### config.mk
export PLATFORM = sky130hd
export DESIGN_NAME = exu_top
export DESIGN_NICKNAME = d
export VERILOG_FILES = /design/src/exu_pkg.sv /design/src/alu.sv /design/src/exu_control.sv /design/src/exu_perf_counter.sv /design/src/exu.sv /design/src/exu_top.sv
export VERILOG_INCLUDE_DIRS = /design/src
export SDC_FILE = /design/constraint.sdc
export NUM_CORES = 1
export LEC_CHECK = 0
export ABC_AREA = 1
export BUFFER_PORTS_ARGS = -buffer_cell sky130_fd_sc_hd__buf_2
export CAP_MARGIN = 20
export CORE_AREA = 2 2 164 166
export CTS_CLUSTER_DIAMETER = 120
export DETAILED_ROUTE_END_ITERATION = 7
export DIE_AREA = 0 0 166 168
export PLACE_DENSITY = 0.94
export SLEW_MARGIN = 15
export SYNTH_ARGS = -nofsm -noshare
export SYNTH_HDL_FRONTEND = slang
export SYNTH_SLANG_ARGS = --single-unit
### constraint.sdc
create_clock -name clock -period 7.4 [get_ports clock]
set_input_delay 1.48 -clock clock [delete_from_list [all_inputs] [get_ports clock]]
set_output_delay 1.48 -clock clock [all_outputs]
set_load 0.02 [all_outputs]
### src/exu_config.svh
// execute stage parameters
`ifndef EXU_CONFIG_SVH
`define EXU_CONFIG_SVH

// data path word
`define EXU_DATA_WIDTH 32

// register file index
`define EXU_REG_ADDR_WIDTH 5

// csr address space
`define EXU_CSR_ADDR_WIDTH 12

// each performance counter, wraps on overflow
`define EXU_PERF_WIDTH 32

`endif

### src/exu_pkg.sv
// execute stage types
`default_nettype none

package exu_pkg;

	// alu operation, unused codes give a zero result
	typedef enum logic [3:0] {
		ALU_ADD   = 4'd0,
		ALU_SUB   = 4'd1,
		ALU_SLL   = 4'd2,
		ALU_SLT   = 4'd3,
		ALU_SLTU  = 4'd4,
		ALU_XOR   = 4'd5,
		ALU_SRL   = 4'd6,
		ALU_SRA   = 4'd7,
		ALU_OR    = 4'd8,
		ALU_AND   = 4'd9,
		ALU_PASS2 = 4'd10
	} alu_op_e;

	// first operand source
	typedef enum logic [1:0] {
		SRC1_ZERO = 2'd0,
		SRC1_REG1 = 2'd1,
		SRC1_PC   = 2'd2,
		SRC1_CSR  = 2'd3
	} src1_sel_e;

	// second operand source
	typedef enum logic [1:0] {
		SRC2_ZERO = 2'd0,
		SRC2_REG2 = 2'd1,
		SRC2_IMM  = 2'd2,
		SRC2_FOUR = 2'd3
	} src2_sel_e;

	typedef enum logic [2:0] {
		CSR_NONE  = 3'd0,
		CSR_CSRRW = 3'd1,
		CSR_CSRRS = 3'd2
	} csr_op_e;

	typedef enum logic [2:0] {
		LOAD_NONE = 3'd0,
		LOAD_LB   = 3'd1,
		LOAD_LH   = 3'd2,
		LOAD_LW   = 3'd3,
		LOAD_LBU  = 3'd4,
		LOAD_LHU  = 3'd5
	} load_type_e;

	// non-zero means a store
	typedef enum logic [1:0] {
		STORE_NONE = 2'd0,
		STORE_SB   = 2'd1,
		STORE_SH   = 2'd2,
		STORE_SW   = 2'd3
	} store_type_e;

endpackage

`default_nettype wire

### src/alu.sv
// rv32 integer alu
`default_nettype none
`include "exu_config.svh"

module alu (
	input  wire logic [`EXU_DATA_WIDTH-1:0] src1_i,
	input  wire logic [`EXU_DATA_WIDTH-1:0] src2_i,
	input  wire exu_pkg::alu_op_e           op_i,
	output logic [`EXU_DATA_WIDTH-1:0]      result_o
);

	import exu_pkg::*;

	logic [4:0] shamt;
	logic       lt_signed;
	logic       lt_unsigned;

	// only the low five bits count for rv32 shifts
	assign shamt = src2_i[4:0];

	assign lt_signed   = $signed(src1_i) < $signed(src2_i);
	assign lt_unsigned = src1_i < src2_i;

	always_comb begin
		case (op_i)
			ALU_ADD: begin
				result_o = src1_i + src2_i;
			end
			ALU_SUB: begin
				result_o = src1_i - src2_i;
			end
			ALU_SLL: begin
				result_o = src1_i << shamt;
			end
			ALU_SLT: begin
				result_o = {{(`EXU_DATA_WIDTH-1){1'b0}}, lt_signed};
			end
			ALU_SLTU: begin
				result_o = {{(`EXU_DATA_WIDTH-1){1'b0}}, lt_unsigned};
			end
			ALU_XOR: begin
				result_o = src1_i ^ src2_i;
			end
			ALU_SRL: begin
				result_o = src1_i >> shamt;
			end
			ALU_SRA: begin
				result_o = $unsigned($signed(src1_i) >>> shamt);
			end
			ALU_OR: begin
				result_o = src1_i | src2_i;
			end
			ALU_AND: begin
				result_o = src1_i & src2_i;
			end
			// lui carries its immediate on src2
			ALU_PASS2: begin
				result_o = src2_i;
			end
			default: begin
				result_o = '0;
			end
		endcase
	end

endmodule

`default_nettype wire

### src/exu_control.sv
// execute handshake controller
`default_nettype none

module exu_control (
	input  wire logic clock,
	input  wire logic reset,
	input  wire logic idu_valid_i,
	input  wire logic lsu_ready_i,
	output logic      exu_ready_o,
	output logic      exu_valid_o,
	output logic      retire_o,
	output logic      stall_o
);

	typedef enum logic [1:0] {
		ST_WAIT_IDU = 2'd0,
		ST_RUN      = 2'd1,
		ST_WAIT_LSU = 2'd2
	} state_e;

	state_e state;
	state_e state_next;

	always_ff @(posedge clock) begin
		if (reset) begin
			state <= ST_WAIT_IDU;
		end else begin
			state <= state_next;
		end
	end

	always_comb begin
		state_next = state;
		case (state)
			ST_WAIT_IDU: begin
				if (idu_valid_i) begin
					state_next = ST_RUN;
				end
			end
			// first valid cycle, result goes out now or we hold it
			ST_RUN: begin
				state_next = lsu_ready_i ? ST_WAIT_IDU : ST_WAIT_LSU;
			end
			ST_WAIT_LSU: begin
				if (lsu_ready_i) begin
					state_next = ST_WAIT_IDU;
				end
			end
			default: begin
				state_next = ST_WAIT_IDU;
			end
		endcase
	end

	assign exu_ready_o = (state == ST_WAIT_IDU);
	assign exu_valid_o = (state == ST_RUN) || (state == ST_WAIT_LSU);

	// strobes for the perf counters
	assign retire_o = exu_valid_o & lsu_ready_i;
	assign stall_o  = exu_valid_o & ~lsu_ready_i;

endmodule

`default_nettype wire

### src/exu_perf_counter.sv
// execute stage performance counters
`default_nettype none
`include "exu_config.svh"

module exu_perf_counter (
	input  wire logic                  clock,
	input  wire logic                  reset,
	input  wire logic                  retire_i,
	input  wire logic                  stall_i,
	output logic [`EXU_PERF_WIDTH-1:0] retired_count_o,
	output logic [`EXU_PERF_WIDTH-1:0] stall_count_o
);

	// instructions handed to the memory stage
	always_ff @(posedge clock) begin
		if (reset) begin
			retired_count_o <= '0;
		end else if (retire_i) begin
			retired_count_o <= retired_count_o + `EXU_PERF_WIDTH'(1);
		end
	end

	// cycles held valid while memory is busy
	always_ff @(posedge clock) begin
		if (reset) begin
			stall_count_o <= '0;
		end else if (stall_i) begin
			stall_count_o <= stall_count_o + `EXU_PERF_WIDTH'(1);
		end
	end

endmodule

`default_nettype wire

### src/exu.sv
// execute stage datapath
`default_nettype none
`include "exu_config.svh"

module exu (
	input  wire logic                          clock,
	input  wire logic                          reset,
	input  wire logic [`EXU_DATA_WIDTH-1:0]    reg1_i,
	input  wire logic [`EXU_DATA_WIDTH-1:0]    reg2_i,
	input  wire logic [`EXU_DATA_WIDTH-1:0]    pc_i,
	input  wire logic [`EXU_DATA_WIDTH-1:0]    imm_i,
	input  wire logic [`EXU_DATA_WIDTH-1:0]    csr_rdata_i,
	input  wire exu_pkg::alu_op_e              alu_op_i,
	input  wire exu_pkg::src1_sel_e            src1_sel_i,
	input  wire exu_pkg::src2_sel_e            src2_sel_i,
	input  wire exu_pkg::csr_op_e              csr_op_i,
	input  wire logic [`EXU_CSR_ADDR_WIDTH-1:0] csr_waddr_i,
	input  wire logic                          wd_i,
	input  wire logic [`EXU_REG_ADDR_WIDTH-1:0] wreg_i,
	input  wire exu_pkg::load_type_e           load_type_i,
	input  wire exu_pkg::store_type_e          store_type_i,
	input  wire logic                          ebreak_i,
	input  wire logic                          idu_valid_i,
	input  wire logic                          lsu_ready_i,
	output logic                               exu_ready_o,
	output logic                               exu_valid_o,
	output logic                               retire_o,
	output logic                               stall_o,
	output logic [`EXU_DATA_WIDTH-1:0]         alu_result_o,
	output logic [`EXU_DATA_WIDTH-1:0]         csr_wdata_o,
	output logic [`EXU_CSR_ADDR_WIDTH-1:0]     csr_waddr_o,
	output exu_pkg::csr_op_e                   csr_op_o,
	output logic                               mem_wen_o,
	output logic [`EXU_DATA_WIDTH-1:0]         mem_wdata_o,
	output exu_pkg::load_type_e                load_type_o,
	output exu_pkg::store_type_e               store_type_o,
	output logic                               wd_o,
	output logic [`EXU_REG_ADDR_WIDTH-1:0]     wreg_o,
	output logic [`EXU_DATA_WIDTH-1:0]         pc_o,
	output logic                               ebreak_o
);

	import exu_pkg::*;

	logic [`EXU_DATA_WIDTH-1:0] src1;
	logic [`EXU_DATA_WIDTH-1:0] src2;

	always_comb begin
		case (src1_sel_i)
			SRC1_REG1: src1 = reg1_i;
			SRC1_PC:   src1 = pc_i;
			SRC1_CSR:  src1 = csr_rdata_i;
			default:   src1 = '0;
		endcase
	end

	// four gives pc + 4 for jal/jalr link
	always_comb begin
		case (src2_sel_i)
			SRC2_REG2: src2 = reg2_i;
			SRC2_IMM:  src2 = imm_i;
			SRC2_FOUR: src2 = `EXU_DATA_WIDTH'(4);
			default:   src2 = '0;
		endcase
	end

	alu u_alu (
		.src1_i   (src1),
		.src2_i   (src2),
		.op_i     (alu_op_i),
		.result_o (alu_result_o)
	);

	// csrrs sets bits from reg1 on top of the old value
	always_comb begin
		case (csr_op_i)
			CSR_CSRRW: csr_wdata_o = reg1_i;
			CSR_CSRRS: csr_wdata_o = reg1_i | csr_rdata_i;
			default:   csr_wdata_o = '0;
		endcase
	end

	assign csr_waddr_o  = csr_waddr_i;
	assign csr_op_o     = csr_op_i;
	assign mem_wen_o    = (store_type_i != STORE_NONE);
	assign mem_wdata_o  = reg2_i;
	assign load_type_o  = load_type_i;
	assign store_type_o = store_type_i;
	assign wd_o         = wd_i;
	assign wreg_o       = wreg_i;
	assign pc_o         = pc_i;
	assign ebreak_o     = ebreak_i;

	exu_control u_control (
		.clock       (clock),
		.reset       (reset),
		.idu_valid_i (idu_valid_i),
		.lsu_ready_i (lsu_ready_i),
		.exu_ready_o (exu_ready_o),
		.exu_valid_o (exu_valid_o),
		.retire_o    (retire_o),
		.stall_o     (stall_o)
	);

endmodule

`default_nettype wire

### src/exu_top.sv
// execute unit with perf counters
`default_nettype none
`include "exu_config.svh"

module exu_top (
	input  wire logic                           clock,
	input  wire logic                           reset,
	input  wire logic [`EXU_DATA_WIDTH-1:0]     reg1_i,
	input  wire logic [`EXU_DATA_WIDTH-1:0]     reg2_i,
	input  wire logic [`EXU_DATA_WIDTH-1:0]     pc_i,
	input  wire logic [`EXU_DATA_WIDTH-1:0]     imm_i,
	input  wire logic [`EXU_DATA_WIDTH-1:0]     csr_rdata_i,
	input  wire exu_pkg::alu_op_e               alu_op_i,
	input  wire exu_pkg::src1_sel_e             src1_sel_i,
	input  wire exu_pkg::src2_sel_e             src2_sel_i,
	input  wire exu_pkg::csr_op_e               csr_op_i,
	input  wire logic [`EXU_CSR_ADDR_WIDTH-1:0] csr_waddr_i,
	input  wire logic                           wd_i,
	input  wire logic [`EXU_REG_ADDR_WIDTH-1:0] wreg_i,
	input  wire exu_pkg::load_type_e            load_type_i,
	input  wire exu_pkg::store_type_e           store_type_i,
	input  wire logic                           ebreak_i,
	input  wire logic                           idu_valid_i,
	input  wire logic                           lsu_ready_i,
	output logic                                exu_ready_o,
	output logic                                exu_valid_o,
	output logic [`EXU_DATA_WIDTH-1:0]          alu_result_o,
	output logic [`EXU_DATA_WIDTH-1:0]          csr_wdata_o,
	output logic [`EXU_CSR_ADDR_WIDTH-1:0]      csr_waddr_o,
	output exu_pkg::csr_op_e                    csr_op_o,
	output logic                                mem_wen_o,
	output logic [`EXU_DATA_WIDTH-1:0]          mem_wdata_o,
	output exu_pkg::load_type_e                 load_type_o,
	output exu_pkg::store_type_e                store_type_o,
	output logic                                wd_o,
	output logic [`EXU_REG_ADDR_WIDTH-1:0]      wreg_o,
	output logic [`EXU_DATA_WIDTH-1:0]          pc_o,
	output logic                                ebreak_o,
	output logic [`EXU_PERF_WIDTH-1:0]          retired_count_o,
	output logic [`EXU_PERF_WIDTH-1:0]          stall_count_o
);

	logic retire;
	logic stall;

	exu u_exu (
		.clock        (clock),
		.reset        (reset),
		.reg1_i       (reg1_i),
		.reg2_i       (reg2_i),
		.pc_i         (pc_i),
		.imm_i        (imm_i),
		.csr_rdata_i  (csr_rdata_i),
		.alu_op_i     (alu_op_i),
		.src1_sel_i   (src1_sel_i),
		.src2_sel_i   (src2_sel_i),
		.csr_op_i     (csr_op_i),
		.csr_waddr_i  (csr_waddr_i),
		.wd_i         (wd_i),
		.wreg_i       (wreg_i),
		.load_type_i  (load_type_i),
		.store_type_i (store_type_i),
		.ebreak_i     (ebreak_i),
		.idu_valid_i  (idu_valid_i),
		.lsu_ready_i  (lsu_ready_i),
		.exu_ready_o  (exu_ready_o),
		.exu_valid_o  (exu_valid_o),
		.retire_o     (retire),
		.stall_o      (stall),
		.alu_result_o (alu_result_o),
		.csr_wdata_o  (csr_wdata_o),
		.csr_waddr_o  (csr_waddr_o),
		.csr_op_o     (csr_op_o),
		.mem_wen_o    (mem_wen_o),
		.mem_wdata_o  (mem_wdata_o),
		.load_type_o  (load_type_o),
		.store_type_o (store_type_o),
		.wd_o         (wd_o),
		.wreg_o       (wreg_o),
		.pc_o         (pc_o),
		.ebreak_o     (ebreak_o)
	);

	// counts retirements and memory back-pressure
	exu_perf_counter u_perf (
		.clock           (clock),
		.reset           (reset),
		.retire_i        (retire),
		.stall_i         (stall),
		.retired_count_o (retired_count_o),
		.stall_count_o   (stall_count_o)
	);

endmodule

`default_nettype wire

==> impl_metrics.tcl <==
set metrics [dict create \
    clock_path_buffers 2 \
    synth_area_per_cell_sq_um 5.30 \
    p_seq_frac 0.166 \
    cts_made_buffers 9 \
    routed_wl_um 74400 \
    grt_max_degree 73 \
    ios 421 \
    finalSetupViolations 0 \
    track_usage 0.503 \
    antenna_found_initial 5 \
    cts_tree "yes" \
    first_pass_iters 8 \
    rr_worst_depth 12 \
    p_int_w 0.00100 \
    initial_core_util 0.584 \
    gr-total-overflow 0 \
    path_cells "buf_2 -> inv_1 -> nand2_1 -> buf_4 -> o22ai_1 -> inv_1 -> ha_1 -> nand2_1 -> inv_1 -> nand2_1 -> nor3_1 -> nand2_1 -> nand3_1 -> nand2_1 -> nand2_1 -> xor2_1 -> nor2_1 -> nor2_1 -> nand3_1 -> buf_2" \
    r2r_start "u_exu.u_control.state[1]" \
    portBuffers 376 \
    skew_ns 0.00613 \
    crit_buf_inv 6 \
    tightestPinTransition_ns 0.954 \
    comb_power_share 0.663 \
    hpwl_um 59900 \
    hold_violations 0 \
    die_w_um 166 \
    rows 60 \
    clockPowerShare 0.171 \
    p_sw_w 0.00122 \
    met1_usage 0.608 \
    vias_per_cell 6.28 \
    violations "design-rule violations" \
    path_max_fanout 29 \
    slew_headroom 0.361 \
    p_leak_nw 9.25 \
    switching_share 0.549 \
    critical_path_required_ns 5.92 \
    clkLatencyLatePin_ns 0.34 \
    numClockSinks 66 \
    vias 21751 \
    synth_area_leaders "nand2_1, nand3_1, inv_1" \
    cts_resized 0 \
    cts.reportedPaths.clkPinSlew_ns 0.05 \
    grt_use_met3 0.164 \
    endpoint_kind "output pin" \
    synth_enable_flop_cells 0 \
    globalRouteMet2Util 0.764 \
    regToRegEndpoint "u_perf.stall_count_o[29]" \
    min_to "u_perf.retired_count_o[5]" \
    holdCritPathClass "reg -> reg" \
    area_growth_pct 10.7 \
    finalCritPeriodShare 0.962 \
    finalCriticalPeriod_ns 7.12 \
    path_class "in -> out" \
    root_buffer "clkbuf_16" \
    hp-start "u_perf.retired_count_o[5]" \
    syn_nets 3210 \
    async_reset_ff_frac 0 \
    critical_path.startpoint_type "input port" \
    hold_ws_ns 0.486 \
    htree_levels 3 \
    drive_above_1_share 0.163 \
    drc_errors 29 \
    synthFlopType "dfxtp_1" \
    postSynthCellCount 2907 \
    cap_violations 0 \
    netlist_area_sq_um 15400 \
    dp_cells 3452 \
    fin_cells 3466 \
    die-area_sq_um 27900 \
    antenna_left 0 \
    wl_per_cell_um 21.5 \
    yosysSeqAreaShare 0.0858 \
    holdBufCountCts 0 \
    cp.depth 20 \
    max_stage_delay_ns 0.65 \
    crit_top_cell "nand2_1" \
    grt_pass1_vias 19535 \
    postCtsSetupBuffers 0 \
    worstPathArrival_ns 5.64 \
    status "finished with violations" \
    num-nets-final 3425 \
    yosys_warnings 0 \
    synth_cell_type_count 52 \
    synth_top_area_share 0.180 \
    rsz0062_at_grt "no" \
    r2r_slack_ns 4.67 \
    drv_slew 0 \
    powerDensity_nw_per_um2 130 \
    min_path_cells 2 \
    top_usage_layer "met2" \
    grt_pass1_wl_um 110000 \
    coreArea_sq_um 26400 \
    synth_area_leader_cell "nand2_1" \
    gp_congestion 1.12 \
    initialDrtViolationCount 3578 \
    crit_slowest_cell "o22ai_1" \
    tns_ns 0 \
    peakVddDrop_mv 0.107 \
    max_freq_ghz 0.140 \
    synth_seq_cells 66 \
    die_height_um 168 \
    critical_path.top_delay_family "simple AND/OR/NAND/NOR gates" \
]
[registers in the layout, indices dropped and copies added (netlist names)]
register and count:
u_perf.retired_count_o 32, u_exu.u_control.state 2, u_perf.stall_count_o 32
[per-stage QoR]
| step | cell area, sq um | power (W) | utilization | worst slack (ns) |
|---|---|---|---|---|
| floorplan | 15400 | 0.00134 | - | 1.88 |
| global placement | 16800 | 0.00177 | 0.637 | 0.601 |
| detailed placement | 16800 | 0.00177 | 0.637 | 0.556 |
| CTS | 17000 | 0.00214 | 0.646 | 0.478 |
| global route | 17000 | 0.00233 | 0.647 | 0.100 |
| finish | 17000 | 0.00222 | 0.647 | 0.281 |
[metal layers]
metal  wire length, um  part of all wire
met5                27           0.00036
met1             26400              0.35
met4              6110             0.082
met2             30800              0.41
met3             11100              0.15
[power by group through the flow]
stage	combinational (W)	sequential, W	clock (W)
after global placement	0.00139	0.000377	0
after global routing	0.00157	0.000371	0.000389
after CTS	0.00140	0.000370	0.000375
after detailed placement	0.00139	0.000377	0
after floorplan	0.000957	0.000382	0
final	0.00147	0.000370	0.000380
[cells by family after synthesis]
group | share of synthesized area
fa+ha+maj | 0.0855
buf+inv | 0.175
xor+xnor | 0.0171
compound gates | 0.162
flops | 0.0858
simple gates | 0.475
[final cells by class]
type,instances,area (sq um)
clock inverter,1,5.00
sequential,66,1320
clock buffer,11,243
fill,2673,9310
tap,341,427
inverter,376,1410
multi-input combinational,2248,11400
timing repair buffer,421,2220
antenna,2,5.00
[cell usage after synthesis, drive strengths merged (3+ instances only)]
cell	count
a211oi	8
a21o	3
a21oi	146
a221oi	10
a31oi	3
buf	163
clkbuf	54
dfxtp	66
ha	102
inv	375
nand2	744
nand3	490
nand3b	8
nand4	43
nor2	321
nor3	50
nor4	8
o2111ai	3
o211ai	16
o21a	9
o21ai	177
o21bai	7
o22ai	49
or2	8
xnor2	5
xor2	25
[worst max-delay path by stage]
stage,end,from,slack (ns)
after floorplan,alu_result_o[22],src2_sel_i[0],1.88
after global placement,alu_result_o[13],src2_sel_i[1],0.60
final,alu_result_o[13],src2_sel_i[0],0.28
after global routing,alu_result_o[13],src1_sel_i[1],0.10
after detailed placement,alu_result_o[13],src2_sel_i[1],0.56
after CTS,alu_result_o[13],src2_sel_i[1],0.48
[cells in the final DEF (no fill, tap or decap), drive strengths merged, types with 10 or more instances in the layout]
master	synthesis	final
o22ai	49	49
ha	102	102
nand4	43	43
o211ai	16	16
xor2	25	25
inv	375	375
dfxtp	66	66
a221oi	10	10
o21ai	177	177
buf	163	421
nor3	50	50
clkbuf	54	11
nand2	744	744
nor2	321	321
nand3	490	490
a21oi	146	146
[tightest hold or removal path: stages, from the launching register on]
cell	delay, ns
dfxtp_1	0.33
inv_1	0.06
a21oi_1	0.05
Power figures use the tool's default switching activity.
